==> src/ads868x_pkg.sv <==
// ADS868x controller definitions
`default_nettype none

package ads868x_pkg;

    // ----------------------------------------------------------------------
    // bus widths
    // ----------------------------------------------------------------------
    localparam int addr_w    = 8;
    localparam int data_w    = 32;
    localparam int be_w      = data_w / 8;
    localparam int mux_sel_w = 3;
    localparam int mux_en_w  = 4;

    // ----------------------------------------------------------------------
    // register map
    // ----------------------------------------------------------------------
    localparam logic [addr_w-1:0] addr_soft_reset = 8'd0;
    localparam logic [addr_w-1:0] addr_power_down = 8'd1;
    localparam logic [addr_w-1:0] addr_auto_spi   = 8'd2;
    localparam logic [addr_w-1:0] addr_mux_sel    = 8'd3;
    localparam logic [addr_w-1:0] addr_mux_en     = 8'd4;
    localparam logic [addr_w-1:0] addr_tx_bytes   = 8'd5;
    localparam logic [addr_w-1:0] addr_tx_data    = 8'd6;
    localparam logic [addr_w-1:0] addr_rx_data    = 8'd7;
    localparam logic [addr_w-1:0] addr_rx_flag    = 8'd8;
    localparam logic [addr_w-1:0] addr_version    = 8'd9;

    localparam logic [data_w-1:0] version_word  = 32'h0001_0200;
    localparam logic [data_w-1:0] bad_addr_word = 32'hDEAD_BEEF;

    // ----------------------------------------------------------------------
    // timing
    // ----------------------------------------------------------------------
    // system clocks per half sclk period
    localparam int sclk_div    = 4;
    localparam int sclk_div_w  = $clog2(sclk_div);
    // idle clocks between end of one auto frame and the next start
    localparam int auto_period = 64;
    localparam int auto_cnt_w  = $clog2(auto_period);
    localparam int bit_cnt_w   = $clog2(data_w);

    // frame length in bytes minus one
    typedef logic [1:0] tx_bytes_t;

endpackage

`default_nettype wire
==> src/ads868x_spi_if.sv <==
// SPI frame command interface
`timescale 1ns/1ps
`default_nettype none

interface ads868x_spi_if import ads868x_pkg::*; ();

    // command toward the shifter
    logic              start;
    tx_bytes_t         nbytes;
    logic [data_w-1:0] txdata;

    // status and result back from the shifter
    logic              busy;
    logic [data_w-1:0] rxdata;
    logic              rxvalid;

    modport seq (
        output start, nbytes, txdata,
        input  busy, rxdata, rxvalid
    );

    modport shifter (
        input  start, nbytes, txdata,
        output busy, rxdata, rxvalid
    );

endinterface

`default_nettype wire

==> src/ads868x_ctrl.sv <==
// ADS868x SPI controller top
`timescale 1ns/1ps
`default_nettype none

module ads868x_ctrl import ads868x_pkg::*; (
    input  var logic                 clk,
    input  var logic                 rst,
    // host port
    input  var logic [addr_w-1:0]    wr_addr,
    input  var logic                 wr_req,
    input  var logic [be_w-1:0]      wr_be,
    input  var logic [data_w-1:0]    wr_data,
    output var logic                 wr_ack,
    input  var logic [addr_w-1:0]    rd_addr,
    input  var logic                 rd_req,
    output var logic [data_w-1:0]    rd_data,
    output var logic                 rd_ack,
    // converter pins
    output var logic                 sclk,
    output var logic                 cs_n,
    output var logic                 mosi,
    input  var logic                 miso,
    output var logic                 rst_pd_n,
    // analog mux pins
    output var logic [mux_sel_w-1:0] mux_sel,
    output var logic [mux_en_w-1:0]  mux_en
);

    logic              ctrl_auto;
    logic              ctrl_soft_reset;
    logic              ctrl_power_down;
    tx_bytes_t         tx_bytes;
    logic [data_w-1:0] tx_data;
    logic              tx_strobe;
    logic [data_w-1:0] rxdata;
    logic              rxvalid;

    ads868x_spi_if spi_bus ();

    ads868x_regs u_regs (
        .clk             (clk),
        .rst             (rst),
        .wr_addr         (wr_addr),
        .wr_req          (wr_req),
        .wr_be           (wr_be),
        .wr_data         (wr_data),
        .wr_ack          (wr_ack),
        .rd_addr         (rd_addr),
        .rd_req          (rd_req),
        .rd_data         (rd_data),
        .rd_ack          (rd_ack),
        .ctrl_soft_reset (ctrl_soft_reset),
        .ctrl_power_down (ctrl_power_down),
        .ctrl_auto       (ctrl_auto),
        .mux_sel         (mux_sel),
        .mux_en          (mux_en),
        .tx_bytes        (tx_bytes),
        .tx_data         (tx_data),
        .tx_strobe       (tx_strobe),
        .rxdata          (rxdata),
        .rxvalid         (rxvalid)
    );

    ads868x_cmd_seq u_seq (
        .clk             (clk),
        .rst             (rst),
        .ctrl_auto       (ctrl_auto),
        .ctrl_power_down (ctrl_power_down),
        .ctrl_soft_reset (ctrl_soft_reset),
        .tx_bytes        (tx_bytes),
        .tx_data         (tx_data),
        .tx_strobe       (tx_strobe),
        .rxdata          (rxdata),
        .rxvalid         (rxvalid),
        .spi             (spi_bus.seq)
    );

    ads868x_spi_shifter u_shifter (
        .clk  (clk),
        .rst  (rst),
        .spi  (spi_bus.shifter),
        .sclk (sclk),
        .cs_n (cs_n),
        .mosi (mosi),
        .miso (miso)
    );

    // converter held in reset or power-down on either request
    assign rst_pd_n = !(ctrl_soft_reset || ctrl_power_down);

endmodule

`default_nettype wire

==> src/ads868x_spi_shifter.sv <==
// SPI frame shifter, mode 0
`timescale 1ns/1ps
`default_nettype none

module ads868x_spi_shifter import ads868x_pkg::*; (
    input  var logic    clk,
    input  var logic    rst,
    ads868x_spi_if.shifter spi,
    output var logic    sclk,
    output var logic    cs_n,
    output var logic    mosi,
    input  var logic    miso
);

    typedef enum logic [1:0] {
        st_idle,
        st_setup,
        st_shift,
        st_hold
    } state_t;

    state_t                state;
    logic [sclk_div_w-1:0] div_cnt;
    logic [bit_cnt_w-1:0]  bit_cnt;
    logic [data_w-1:0]     tx_sr;
    logic [data_w-1:0]     rx_sr;
    logic                  half_done;

    assign half_done = div_cnt == sclk_div_w'(sclk_div - 1);

    // first frame bit sits at the top of the shift register
    assign mosi = tx_sr[data_w-1];

    // ----------------------------------------------------------------------
    // frame control
    // ----------------------------------------------------------------------
    always_ff @(posedge clk) begin
        if (rst) begin
            state       <= st_idle;
            div_cnt     <= '0;
            sclk        <= 1'b0;
            cs_n        <= 1'b1;
            spi.busy    <= 1'b0;
            spi.rxvalid <= 1'b0;
        end else begin
            spi.rxvalid <= 1'b0;
            case (state)
                st_idle: begin
                    if (spi.start) begin
                        state    <= st_setup;
                        cs_n     <= 1'b0;
                        spi.busy <= 1'b1;
                    end
                end
                st_setup: begin
                    state   <= st_shift;
                    div_cnt <= '0;
                end
                st_shift: begin
                    if (half_done) begin
                        div_cnt <= '0;
                        sclk    <= !sclk;
                        // falling edge of the last bit ends the frame
                        if (sclk && bit_cnt == '0) begin
                            state <= st_hold;
                        end
                    end else begin
                        div_cnt <= div_cnt + 1'b1;
                    end
                end
                st_hold: begin
                    state       <= st_idle;
                    cs_n        <= 1'b1;
                    spi.busy    <= 1'b0;
                    spi.rxvalid <= 1'b1;
                end
                default: state <= st_idle;
            endcase
        end
    end

    // ----------------------------------------------------------------------
    // data path
    // ----------------------------------------------------------------------
    always_ff @(posedge clk) begin
        if (state == st_idle && spi.start) begin
            // left-justify the low nbytes+1 bytes
            tx_sr   <= spi.txdata << {2'd3 - spi.nbytes, 3'b000};
            rx_sr   <= '0;
            bit_cnt <= {spi.nbytes, 3'b111};
        end else if (state == st_shift && half_done) begin
            if (!sclk) begin
                // rising edge, sample
                rx_sr <= {rx_sr[data_w-2:0], miso};
            end else if (bit_cnt != '0) begin
                // falling edge, next bit out
                tx_sr   <= tx_sr << 1;
                bit_cnt <= bit_cnt - 1'b1;
            end
        end
        if (state == st_hold) begin
            spi.rxdata <= rx_sr;
        end
    end

    busy_implies_selected: assert property (
        @(posedge clk) disable iff (rst) spi.busy |-> !cs_n
    );

endmodule

`default_nettype wire

==> src/ads868x_cmd_seq.sv <==
// ADS868x frame command sequencer
`timescale 1ns/1ps
`default_nettype none

module ads868x_cmd_seq import ads868x_pkg::*; (
    input  var logic              clk,
    input  var logic              rst,
    input  var logic              ctrl_auto,
    input  var logic              ctrl_power_down,
    input  var logic              ctrl_soft_reset,
    input  var tx_bytes_t         tx_bytes,
    input  var logic [data_w-1:0] tx_data,
    input  var logic              tx_strobe,
    output var logic [data_w-1:0] rxdata,
    output var logic              rxvalid,
    ads868x_spi_if.seq            spi
);

    logic                  pending;
    tx_bytes_t             pend_bytes;
    logic [data_w-1:0]     pend_data;
    logic [auto_cnt_w-1:0] idle_cnt;
    logic                  auto_en;
    logic                  auto_due;
    logic                  can_start;
    logic                  launch_new;
    logic                  launch_pend;
    logic                  launch_auto;
    logic                  hold_new;

    assign auto_en  = ctrl_auto && !ctrl_power_down;
    assign auto_due = auto_en && idle_cnt == auto_cnt_w'(auto_period - 1);

    // shifter takes a new start only when idle and not just started
    assign can_start = !spi.busy && !spi.start && !ctrl_soft_reset;

    // priority: fresh write, then pending write, then auto frame
    assign launch_new  = tx_strobe && can_start;
    assign launch_pend = !tx_strobe && pending && can_start;
    assign launch_auto = !tx_strobe && !pending && auto_due && can_start;
    assign hold_new    = tx_strobe && !can_start && !ctrl_soft_reset;

    always_ff @(posedge clk) begin
        if (rst) begin
            spi.start <= 1'b0;
            pending   <= 1'b0;
            idle_cnt  <= '0;
        end else begin
            spi.start <= launch_new || launch_pend || launch_auto;
            if (ctrl_soft_reset || launch_new || launch_pend) begin
                pending <= 1'b0;
            end else if (hold_new) begin
                pending <= 1'b1;
            end
            // counts only while the link sits idle with auto enabled
            if (ctrl_soft_reset || !auto_en || pending || spi.busy || spi.start) begin
                idle_cnt <= '0;
            end else if (!auto_due) begin
                idle_cnt <= idle_cnt + 1'b1;
            end
        end
    end

    // command payload
    always_ff @(posedge clk) begin
        if (launch_new) begin
            spi.nbytes <= tx_bytes;
            spi.txdata <= tx_data;
        end else if (launch_pend) begin
            spi.nbytes <= pend_bytes;
            spi.txdata <= pend_data;
        end else if (launch_auto) begin
            spi.nbytes <= tx_bytes;
            spi.txdata <= '0;
        end
        if (hold_new) begin
            pend_bytes <= tx_bytes;
            pend_data  <= tx_data;
        end
    end

    // results pass straight on to the register file
    assign rxdata  = spi.rxdata;
    assign rxvalid = spi.rxvalid;

    start_only_when_idle: assert property (
        @(posedge clk) disable iff (rst) spi.start |-> !spi.busy
    );

endmodule

`default_nettype wire

==> src/ads868x_regs.sv <==
// ADS868x host register file
`timescale 1ns/1ps
`default_nettype none

module ads868x_regs import ads868x_pkg::*; (
    input  var logic                 clk,
    input  var logic                 rst,
    // host write port
    input  var logic [addr_w-1:0]    wr_addr,
    input  var logic                 wr_req,
    input  var logic [be_w-1:0]      wr_be,
    input  var logic [data_w-1:0]    wr_data,
    output var logic                 wr_ack,
    // host read port
    input  var logic [addr_w-1:0]    rd_addr,
    input  var logic                 rd_req,
    output var logic [data_w-1:0]    rd_data,
    output var logic                 rd_ack,
    // control toward the sequencer and pins
    output var logic                 ctrl_soft_reset,
    output var logic                 ctrl_power_down,
    output var logic                 ctrl_auto,
    output var logic [mux_sel_w-1:0] mux_sel,
    output var logic [mux_en_w-1:0]  mux_en,
    output var tx_bytes_t            tx_bytes,
    output var logic [data_w-1:0]    tx_data,
    output var logic                 tx_strobe,
    // received frame result
    input  var logic [data_w-1:0]    rxdata,
    input  var logic                 rxvalid
);

    logic              wr_low;
    logic [data_w-1:0] rx_data;
    logic              rx_flag;

    // single-bit and narrow fields live in byte 0
    assign wr_low = wr_req && wr_be[0];

    // ----------------------------------------------------------------------
    // write side
    // ----------------------------------------------------------------------
    always_ff @(posedge clk) begin
        if (rst) begin
            ctrl_soft_reset <= 1'b0;
            ctrl_power_down <= 1'b0;
            ctrl_auto       <= 1'b1;
            mux_sel         <= '0;
            mux_en          <= '0;
            tx_bytes        <= 2'b11;
            tx_data         <= '0;
            tx_strobe       <= 1'b0;
            wr_ack          <= 1'b0;
        end else begin
            if (wr_low && wr_addr == addr_soft_reset) ctrl_soft_reset <= wr_data[0];
            if (wr_low && wr_addr == addr_power_down) ctrl_power_down <= wr_data[0];
            if (wr_low && wr_addr == addr_auto_spi)   ctrl_auto       <= wr_data[0];
            if (wr_low && wr_addr == addr_mux_sel)    mux_sel <= wr_data[mux_sel_w-1:0];
            if (wr_low && wr_addr == addr_mux_en)     mux_en  <= wr_data[mux_en_w-1:0];
            if (wr_low && wr_addr == addr_tx_bytes)   tx_bytes <= wr_data[1:0];
            for (int i = 0; i < be_w; i++) begin
                if (wr_req && wr_addr == addr_tx_data && wr_be[i]) begin
                    tx_data[i*8+7-:8] <= wr_data[i*8+7-:8];
                end
            end
            // launch request follows any tx_data write
            tx_strobe <= wr_req && wr_addr == addr_tx_data;
            wr_ack    <= wr_req;
        end
    end

    // ----------------------------------------------------------------------
    // receive latch and sticky flag
    // ----------------------------------------------------------------------
    always_ff @(posedge clk) begin
        if (rst) begin
            rx_data <= '0;
            rx_flag <= 1'b0;
        end else begin
            if (rxvalid) begin
                rx_data <= rxdata;
            end
            // a new word wins over a clear in the same cycle
            if (rxvalid) begin
                rx_flag <= 1'b1;
            end else if (wr_low && wr_addr == addr_rx_flag && wr_data[0]) begin
                rx_flag <= 1'b0;
            end
        end
    end

    // ----------------------------------------------------------------------
    // read side
    // ----------------------------------------------------------------------
    always_ff @(posedge clk) begin
        if (rst) begin
            rd_data <= '0;
            rd_ack  <= 1'b0;
        end else begin
            rd_ack <= rd_req;
            if (rd_req) begin
                case (rd_addr)
                    addr_soft_reset: rd_data <= data_w'(ctrl_soft_reset);
                    addr_power_down: rd_data <= data_w'(ctrl_power_down);
                    addr_auto_spi:   rd_data <= data_w'(ctrl_auto);
                    addr_mux_sel:    rd_data <= data_w'(mux_sel);
                    addr_mux_en:     rd_data <= data_w'(mux_en);
                    addr_tx_bytes:   rd_data <= data_w'(tx_bytes);
                    addr_tx_data:    rd_data <= tx_data;
                    addr_rx_data:    rd_data <= rx_data;
                    addr_rx_flag:    rd_data <= data_w'(rx_flag);
                    addr_version:    rd_data <= version_word;
                    default:         rd_data <= bad_addr_word;
                endcase
            end
        end
    end

    // host handshake is strictly one request, one ack
    wr_ack_follows_req: assert property (
        @(posedge clk) disable iff (rst) $rose(wr_ack) |-> $past(wr_req)
    );

endmodule

`default_nettype wire

==> config.mk <==
export PLATFORM = sky130hd
export DESIGN_NAME = ads868x_ctrl
export DESIGN_NICKNAME = d
export VERILOG_FILES = /design/src/ads868x_pkg.sv /design/src/ads868x_spi_if.sv /design/src/ads868x_ctrl.sv /design/src/ads868x_spi_shifter.sv /design/src/ads868x_cmd_seq.sv /design/src/ads868x_regs.sv
export SDC_FILE = /design/constraint.sdc
export NUM_CORES = 1
export LEC_CHECK = 0
export BUFFER_PORTS_ARGS = -buffer_cell sky130_fd_sc_hd__buf_2
export CORE_UTILIZATION = 65
export CTS_BUF_LIST = sky130_fd_sc_hd__clkbuf_8
export CTS_CLUSTER_SIZE = 40
export DETAILED_ROUTE_END_ITERATION = 8
export PLACE_DENSITY = 0.86
export RECOVER_POWER = 100
export SYNTH_ARGS = -nofsm -noshare
export SYNTH_HDL_FRONTEND = slang
export SYNTH_HIERARCHICAL = 1
export SYNTH_SLANG_ARGS = --single-unit
==> constraint.sdc <==
create_clock -name clk -period 18.2 [get_ports clk]
set_input_delay 3.64 -clock clk [delete_from_list [all_inputs] [get_ports clk]]
set_output_delay 3.64 -clock clk [all_outputs]
set_load 0.01 [all_outputs]
==> flow_metrics.py, run 1 <==
metrics = {
    "grt": {
        "grt_usage_pct": 27.1,
        "grt_pass1_vias": 7942,
        "grt_start_max_net_pins": 72,
        "grt_pass1_wl_mm": 41.1,
        "grt_overflow": 0,
        "antenna_found_initial": 0,
    },
    "critical_path": {
        "startpoint_type": "input pin",
        "cp-end-kind": "register",
        "reg2reg_depth": 5,
        "cp_slowest_cell": "clkbuf_1",
        "path_class": "input pin to register",
        "crit_start": "rst",
        "cpMostUsedCell": "clkbuf_1",
        "path_max_fanout": 71,
        "arrival_ps": 7830,
        "crit_chain": "clkbuf_1 > clkbuf_1 > nor3_1",
        "required_ps": 18500,
        "max_stage_delay_ps": 2210,
        "r2r-start": "u_shifter/state[0]",
    },
    "final_layout": {
        "drive_above_1_share_pct": 13.5,
        "multi_input_area_um2": 4190,
        "regArea_um2": 7290,
        "syn2layout_area_growth_pct": 9.06,
        "nets": 1178,
        "fillerInstances": 1261,
        "n_antenna_cell": 0,
    },
    "timing": {
        "fmax_mhz": 133,
        "skew_ps": 21.1,
        "maxSlewViolCount": 415,
        "tns_ps": 0,
        "rsz0062_at_grt": "false",
        "tightestPinTransition_ps": 2960,
        "hold_viol": 0,
        "finalCriticalPeriod_ps": 7540,
        "period_share_pct": 41.4,
        "maxSlewHeadroom_pct": -97.2,
        "finalSetupViolCount": 0,
    },
    "die": {
        "fp.dieArea_um2": 19100,
        "rows": 49,
        "io_pins": 102,
        "design.core.area_um2": 18100,
        "initial_utilization_pct": 66.8,
        "die_y_um": 138,
        "die_x_um": 138,
    },
    "yosys": {
        "synth_edf_count": 134,
        "synth_flop_cell": "dfxtp_1",
        "synthCells": 1058,
        "synthArstFlopShare_pct": 0,
        "synth_seq_cells": 297,
        "syn_avg_cell_area_um2": 11.4,
        "yosys_warnings": 6,
        "seq_area_frac_synth_pct": 60.4,
        "ys_types": 64,
        "syn_nets": 1122,
        "syn_area_um2": 12100,
    },
    "place": {
        "place_hpwl_mm": 16.7,
        "place_congestion": 0.884,
        "portBuffers": 101,
    },
    "worst_hold_path": {
        "min_path_type": "register to register",
        "hold_start": "u_shifter/rx_sr[31]",
        "min_path_cells": 0,
    },
    "detailed_routing": {
        "drt_first_pass_iters": 7,
        "vias": 8247,
        "dr.first_iter.drc_count": 898,
        "drc": 5,
        "wl_per_cell_um": 18.5,
        "avgViaCountPerCell": 5.98,
        "routed_wl_mm": 25.5,
        "postRouteAntennaNets": 0,
    },
    "clocking": {
        "cts_made_buffers": 44,
        "htree_levels": 2,
        "cts_root_buf": "clkbuf_8",
        "cts_setup_buffers": 0,
        "clkTransAtPathRegs_ps": 60,
        "cts_sinks": 297,
        "clock_latency_ps": 560,
        "cts_tree": "done",
        "ctsResizeCount": 0,
        "clockBufferDepth": 3,
        "hold_buffers": 0,
    },
    "power_and_ir_drop": {
        "p_leak_uw": 0.00511,
        "p_total_uw": 1280,
        "p_per_area_nw_per_um2": 97.4,
        "irDropWorstVdd_uv": 69.1,
    },
    "run_status": {
        "violations": "design-rule violations, max-capacitance violations, max-slew violations",
        "outcome": "finished, violations left",
    },
    "flow_run": {
        "maxCapViolCount": 10,
    },
}
path summary, 6_finish.rpt:
kind / to / slack [ps]
setup / recovery: u_regs/rd_data[26] / 10660
hold / removal: u_shifter/spi.rxdata[31] / 440
setup reg to reg: u_shifter/tx_sr[15] / 14300
hold reg to reg: u_shifter/spi.rxdata[31] / 440
registers in the layout (all words and copies together), names as in the netlist, 3 cells and up:
register and flops:
u_regs/rd_data 32, u_regs/rx_data 32, u_regs/tx_data 32, u_seq/pend_data 32, u_seq/spi.txdata 32, u_shifter/rx_sr 32, u_shifter/spi.rxdata 32, u_shifter/tx_sr 32
u_seq/idle_cnt 6, u_shifter/bit_cnt 5, u_regs/mux_en 4, u_regs/mux_sel 3
where the power goes:
part           switching, µW  internal [µW]  leakage [µW]
Combinational           29.1           16.9       0.00205
Clock                    248            281      0.000503
Sequential              7.38            699       0.00255
Total                    285            997       0.00511
critical path: cells and delay by family:
family / cells / cell delay [ps]
simple gates: 1 / 220
buf+inv: 2 / 3920
cells in the final DEF, fill, tap and decap left out, drive strengths merged, types with 3 or more instances in the layout:
cell    count
nor4        6
nor2      128
mux2i     100
o21ai      15
a21oi      53
and2        3
a211oi      8
dfxtp     163
a221oi     27
a31oi       3
buf        57
inv        23
nand3      16
nor4bb      3
nor3       33
ha          7
nand2b     11
clkbuf    103
nand2     119
clkinv     14
nand4      11
edfxtp    134
a22o       39
mux2       22
nor2b       9
and3        3
logic make-up after synthesis:
family,synth area share (%)
AOI/OAI and AO/OA,9.49
xor gates and xnor gates,0.218
adders and majority gates,0.725
buffers and inverters,4.75
DFF,60.4
muxes,10.3
and+or+nand+nor,14.1
routing by layer:
layer | GRT usage (%) | part of all wire (%) | vias to the layer above
li1 | - | - | 3908
met1 | 36.6 | 42 | 3933
met2 | 43.4 | 48 | 346
met3 | 4.85 | 6.8 | 60
met4 | 11.4 | 3.1 | 0
met5 | 0 | 0 | -
per-stage QoR:
| step | cell area [µm²] | instances | setup WS [ps] | hold WS, ps | util, % |
|---|---|---|---|---|---|
| after floorplan | 12100 | 1058 | 11280 | 408 | - |
| after global placement | 12400 | 1297 | 12330 | 415 | 68.8 |
| after detailed placement | 12400 | 1297 | 12240 | 427 | 68.8 |
| after CTS | 13300 | 1379 | 12700 | 440 | 73.6 |
| after global routing | 13200 | 1379 | 10220 | 450 | 72.8 |
| final | 13200 | 1379 | 10660 | 437 | 72.8 |
area by class of cell:
cell class | count | area share, %
well taps | 229 | 2.18
clock inverters | 32 | 1.44
inverters | 9 | 0.257
clock buffers | 50 | 5.23
multi-input cells | 652 | 31.8
flip-flops and latches | 297 | 55.3
repair buffers | 110 | 3.73
cell usage after synthesis (4+ instances only):
master	count	area, µm²
edfxtp_1	134	4020
a22o_1	39	342
buf_2	14	70.1
nor3_2	4	40.0
nand4_1	7	43.8
dfxtp_1	163	3260
nand2_1	119	447
clkbuf_1	43	161
inv_1	9	33.8
nor4_1	4	25.0
mux2_2	19	214
nor2_1	128	480
nor2b_1	9	56.3
a21oi_1	53	265
nand2b_1	11	68.8
o21ai_0	14	70.1
nand4_2	4	50.1
buf_4	33	248
nand3_1	16	80.1
nor3_1	29	145
mux2i_1	100	1000
a221oi_1	26	228
a211oi_1	5	37.5
buf_1	7	26.3
ha_1	7	87.6
(Power assumes the default switching activity.)
==> inputs of run 2 (changes only) <==
--- a/config.mk
+++ b/config.mk
@@ -6,11 +6,11 @@
 export NUM_CORES = 1
 export LEC_CHECK = 0
 export BUFFER_PORTS_ARGS = -buffer_cell sky130_fd_sc_hd__buf_2
-export CORE_UTILIZATION = 65
+export CORE_UTILIZATION = 56
 export CTS_BUF_LIST = sky130_fd_sc_hd__clkbuf_8
 export CTS_CLUSTER_SIZE = 40
 export DETAILED_ROUTE_END_ITERATION = 8
-export PLACE_DENSITY = 0.86
+export PLACE_DENSITY = 0.78
 export RECOVER_POWER = 100
 export SYNTH_ARGS = -nofsm -noshare
 export SYNTH_HDL_FRONTEND = slang
==> constraint.sdc (replaced) <==
create_clock -name clk -period 6.3 [get_ports clk]
set_input_delay 1.26 -clock clk [delete_from_list [all_inputs] [get_ports clk]]
set_output_delay 1.26 -clock clk [all_outputs]
set_load 0.01 [all_outputs]
==> flow_metrics.py, run 2 (synthesized netlist as in run 1, its figures left out) <==
metrics = {
    "place": {
        "dpl-instance-area_um2": 12500,
        "place_hpwl_mm": 16.5,
        "place_congestion": 0.842,
        "portBuffers": 101,
        "pre_cts_slack_ps": 2770,
        "place_inst": 1344,
    },
    "final_layout": {
        "layout_common_cells": "dfxtp_1, edfxtp_1, nor2_1",
        "stdcell_count": 1429,
        "nets": 1181,
        "syn2layout_area_growth_pct": 10.1,
        "final_area_um2": 13300,
        "drive_above_1_share_pct": 13.7,
        "n_antenna_cell": 0,
        "final_common_cell": "dfxtp_1",
        "fillerInstances": 1697,
    },
    "run_status": {
        "outcome": "finished, violations left",
        "violations": "max-capacitance violations, max-slew violations",
    },
    "critical_path": {
        "startpoint_type": "register",
        "cp-end-kind": "register",
        "crit_start": "u_shifter/state[0]",
        "arrival_ps": 4350,
        "path_class": "register to register",
        "crit_chain": "inv_1 > ha_1 > and2_0 > nand2_1 > o21ai_0",
        "worst-path-buf-inv": 1,
        "cp_slowest_cell": "and2_0",
        "crit_family": "simple AND/OR/NAND/NOR gates",
        "path_max_fanout": 54,
        "r2r-start": "u_shifter/state[0]",
        "max_stage_delay_ps": 2150,
        "required_ps": 6680,
    },
    "die": {
        "fp.dieArea_um2": 22200,
        "design.core.area_um2": 21100,
        "initial_utilization_pct": 57.3,
        "rows": 53,
        "die_y_um": 149,
        "die_x_um": 149,
        "io_pins": 102,
    },
    "timing": {
        "maxSlewHeadroom_pct": -98.6,
        "tns_ps": 0,
        "tightestPinTransition_ps": 2980,
        "finalCriticalPeriod_ps": 3980,
        "skew_ps": 15.4,
        "finalSetupViolCount": 0,
        "maxSlewViolCount": 390,
        "hold_viol": 0,
        "period_share_pct": 63.1,
        "rsz0062_at_grt": "false",
        "fmax_mhz": 251,
        "setup_slack_ps": 2320,
    },
    "power_and_ir_drop": {
        "swShare_pct": 22.0,
        "p_per_area_nw_per_um2": 285,
        "seq_power_share_pct": 53.9,
        "internal_power_uw": 2950,
        "p_leak_uw": 0.00516,
        "p_sw_uw": 834,
        "irDropWorstVdd_uv": 291,
        "pwr-share-clk_pct": 42.6,
        "pwr-share-comb_pct": 3.5,
    },
    "flow_run": {
        "maxCapViolCount": 11,
    },
    "clocking": {
        "cts_tree": "done",
        "cts_sinks": 297,
        "clkTransAtPathRegs_ps": 60,
        "ctsResizeCount": 0,
        "cts_root_buf": "clkbuf_8",
        "htree_levels": 2,
        "cts_setup_buffers": 0,
        "hold_buffers": 0,
        "cts_made_buffers": 46,
        "clockBufferDepth": 3,
        "clock_latency_ps": 560,
    },
    "grt": {
        "grt_overflow": 0,
        "grt_pass1_vias": 7785,
        "grt_usage_pct": 23.1,
        "antenna_found_initial": 0,
        "grt_start_max_net_pins": 78,
        "grt_pass1_wl_mm": 40.1,
    },
    "worst_hold_path": {
        "min_path_type": "register to register",
        "hold_start": "u_shifter/rx_sr[31]",
    },
    "detailed_routing": {
        "routed_wl_mm": 25.1,
        "vias": 8086,
        "postRouteAntennaNets": 0,
        "drc": 0,
        "avgViaCountPerCell": 5.66,
        "drt_first_pass_iters": 5,
        "dr.first_iter.drc_count": 667,
        "wl_per_cell_um": 17.6,
    },
}
[run 2: power groups by stage]
stage	Sequential, µW	Combinational (µW)	Clock (µW)
floorplan	2080	83.1	0
global placement	2080	135	0
detailed placement	2080	138	0
CTS	2040	138	1650
global route	2040	146	1740
finish	2040	131	1610
[run 2: cell type report]
type	instances	area, µm²	area share (%)
inverter	9	33.8	0.254
clock buffer	55	757	5.70
sequential	297	7290	54.8
timing repair buffer	111	502	3.78
multi-input combinational	652	4170	31.4
clock inverter	30	191	1.44
tap	275	344	2.59
[run 2: metrics by stage]
stage | power, µW | hold WS (ps) | utilization, %
2_1_floorplan | 2160 | 408 | -
3_3_place_gp | 2220 | 411 | 59.3
3_5_place_dp | 2220 | 416 | 59.3
4_1_cts | 3830 | 430 | 63.8
5_1_grt | 3930 | 450 | 63.0
6_report | 3790 | 427 | 63.0
[run 2: final timing paths]
check                                                 to  slack [ps]  cells past startpoint
worst min register to register  u_shifter/spi.rxdata[31]         430                      0
worst max-delay path                 u_shifter/tx_sr[14]        2320                      5
worst min-delay path            u_shifter/spi.rxdata[31]         430                      0
worst max register to register       u_shifter/tx_sr[14]        2320                      5
[run 2: per-layer routing]
metal  vias up  GRT usage [%]  share of wire, %
li1       3916              -                 -
met1      3869           31.5                44
met2       242           36.8                47
met3        59           3.70               5.3
met4         0           9.64               3.0
met5         -              0                 0
==> inputs of run 3 (changes only) <==
--- a/config.mk
+++ b/config.mk
@@ -5,12 +5,13 @@
 export SDC_FILE = /design/constraint.sdc
 export NUM_CORES = 1
 export LEC_CHECK = 0
+export ABC_AREA = 1
 export BUFFER_PORTS_ARGS = -buffer_cell sky130_fd_sc_hd__buf_2
-export CORE_UTILIZATION = 56
+export CORE_UTILIZATION = 62
 export CTS_BUF_LIST = sky130_fd_sc_hd__clkbuf_8
 export CTS_CLUSTER_SIZE = 40
 export DETAILED_ROUTE_END_ITERATION = 8
-export PLACE_DENSITY = 0.78
+export PLACE_DENSITY = 0.82
 export RECOVER_POWER = 100
 export SYNTH_ARGS = -nofsm -noshare
 export SYNTH_HDL_FRONTEND = slang
==> constraint.sdc (replaced) <==
create_clock -name clk -period 3.8 [get_ports clk]
set_input_delay 0.76 -clock clk [delete_from_list [all_inputs] [get_ports clk]]
set_output_delay 0.76 -clock clk [all_outputs]
set_load 0.01 [all_outputs]
==> flow_metrics.py, run 3 <==
metrics = {
    "final_layout": {
        "final_area_um2": 13400,
        "n_antenna_cell": 0,
        "stdcell_count": 1709,
        "final_common_cell": "o21ai_0",
        "regArea_um2": 7290,
        "fin_util_pct": 68.5,
        "nets": 1471,
        "fillerInstances": 1565,
        "drive_above_1_share_pct": 11.3,
        "multi_input_area_um2": 3850,
        "layout_common_cells": "o21ai_0, nor2_1, nand2_1",
        "syn2layout_area_growth_pct": 7.79,
    },
    "clocking": {
        "clock_latency_ps": 570,
        "cts_root_buf": "clkbuf_8",
        "cts_sinks": 297,
        "cts_made_buffers": 46,
        "cts_tree": "done",
        "hold_buffers": 0,
        "ctsResizeCount": 0,
        "clockBufferDepth": 3,
        "htree_levels": 2,
        "cts_setup_buffers": 0,
        "clkTransAtPathRegs_ps": 60,
    },
    "yosys": {
        "synth.area.top_cells": "edfxtp_1, dfxtp_1, o21ai_0",
        "synth_area_leader_cell": "edfxtp_1",
        "synth_seq_cells": 297,
        "synth-compound-area-share_pct": 15.5,
        "synth_fa_ha_area_share_pct": 0.703,
        "ys_types": 41,
        "synth_flop_cell": "dfxtp_1",
        "synth_edf_count": 134,
        "syn_avg_cell_area_um2": 9.25,
        "yosys_warnings": 6,
        "synth_top_family_by_area": "simple AND/OR/NAND/NOR gates",
        "synth_top_area_share_pct": 32.3,
        "syn_nets": 1410,
        "synthCells": 1346,
        "synth-simple-area-share_pct": 15.6,
        "seq_area_frac_synth_pct": 58.5,
        "yosys.area_share.xor_xnor_pct": 0.0703,
        "syn_area_um2": 12500,
        "synthMuxAreaShare_pct": 0,
        "yosysMostFrequentCell": "nor2_1",
        "synthArstFlopShare_pct": 0,
        "synth_common_cells": "nor2_1, o21ai_0, dfxtp_1, nand2_1, edfxtp_1",
    },
    "timing": {
        "maxSlewViolCount": 34,
        "period_share_pct": 77.7,
        "rsz0062_at_grt": "false",
        "maxSlewHeadroom_pct": -24.4,
        "skew_ps": 31.7,
        "finalCriticalPeriod_ps": 2950,
        "tns_ps": 0,
        "hold_viol": 0,
        "tightestPinTransition_ps": 1870,
        "finalSetupViolCount": 0,
        "fmax_mhz": 339,
        "finalHoldWorstSlack_ps": 420,
    },
    "place": {
        "portBuffers": 101,
        "place_inst": 1624,
        "place_hpwl_mm": 18.8,
        "dpl-instance-area_um2": 12700,
        "place_congestion": 0.939,
    },
    "power_and_ir_drop": {
        "p_per_area_nw_per_um2": 499,
        "irDropWorstVdd_uv": 372,
        "p_leak_uw": 0.00546,
    },
    "detailed_routing": {
        "wl_per_cell_um": 16.1,
        "vias": 9458,
        "postRouteAntennaNets": 0,
        "dr.first_iter.drc_count": 856,
        "avgViaCountPerCell": 5.53,
        "drc": 0,
        "routed_wl_mm": 27.5,
        "drt_first_pass_iters": 6,
    },
    "grt": {
        "grt_start_max_net_pins": 46,
        "antenna_found_initial": 0,
        "grt_pass1_wl_mm": 43.1,
        "grt_overflow": 0,
        "grt_usage_pct": 27.0,
        "grt_pass1_vias": 8654,
    },
    "die": {
        "rows": 51,
        "initial_utilization_pct": 63.6,
        "design.core.area_um2": 19600,
        "io_pins": 102,
        "die_x_um": 144,
        "die_y_um": 144,
        "fp.dieArea_um2": 20700,
    },
    "critical_path": {
        "required_ps": 4110,
        "path_max_fanout": 40,
        "startpoint_type": "register",
        "cp-end-kind": "register",
        "path_class": "register to register",
        "arrival_ps": 3260,
    },
    "worst_hold_path": {
        "min_path_type": "input pin to register",
    },
    "flow_run": {
        "maxCapViolCount": 1,
    },
    "run_status": {
        "outcome": "finished, violations left",
        "violations": "max-capacitance violations, max-slew violations",
    },
}
[run 3: layout make-up]
cell class | instances | share of cell area, %
clock buffer | 53 | 5.43
clock inverter | 32 | 1.47
inverter | 136 | 3.85
multi-input combinational | 813 | 28.7
sequential | 297 | 54.3
tap | 265 | 2.47
timing repair buffer | 113 | 3.83
[run 3: layer usage]
metal / vias to the layer above / wire length [µm] / global-route usage (%)
met5: - / 0 / 0
met4: 0 / 1210 / 14.4
met2: 382 / 12900 / 43.4
met3: 87 / 1830 / 4.50
met1: 4397 / 11600 / 35.1
li1: 4592 / - / -
[run 3: cells by family after synthesis]
| family | Yosys count |
|---|---|
| DFF | 297 |
| adders and majority gates | 7 |
| buffers and inverters | 236 |
| xor gates and xnor gates | 1 |
| and+or+nand+nor | 459 |
| AOI/OAI and AO/OA | 346 |
[run 3: worst paths after layout]
kind / endpoint / cells after the start / slack, ps / start
worst max-delay path: u_shifter/tx_sr[21] / 6 / 850 / u_shifter/state[0]
worst min-delay path: u_shifter/rx_sr[0] / 3 / 420 / miso
worst max register to register: u_shifter/tx_sr[21] / 6 / 850 / u_shifter/state[0]
worst min register to register: u_shifter/spi.rxdata[31] / 0 / 440 / u_shifter/rx_sr[31]
[run 3: power breakdown]
part           switching, µW  total [µW]  internal (µW)
combinational            278         426            148
sequential               114        3650           3530
clock                   1210        2630           1420
total                   1600        6700           5100
[run 3: critical path, stage by stage (launching register included)]
cell	delay [ps]
dfxtp_1	360
inv_1	90
ha_1	250
nand2_1	840
clkbuf_2	790
a21oi_1	110
a22o_1	240
[run 3: metrics by stage]
step	total power, µW	worst slack (ps)
after floorplan	4000	428
after global placement	4110	1410
after detailed placement	4140	1350
after CTS	6760	1500
after global routing	6970	694
final	6700	847
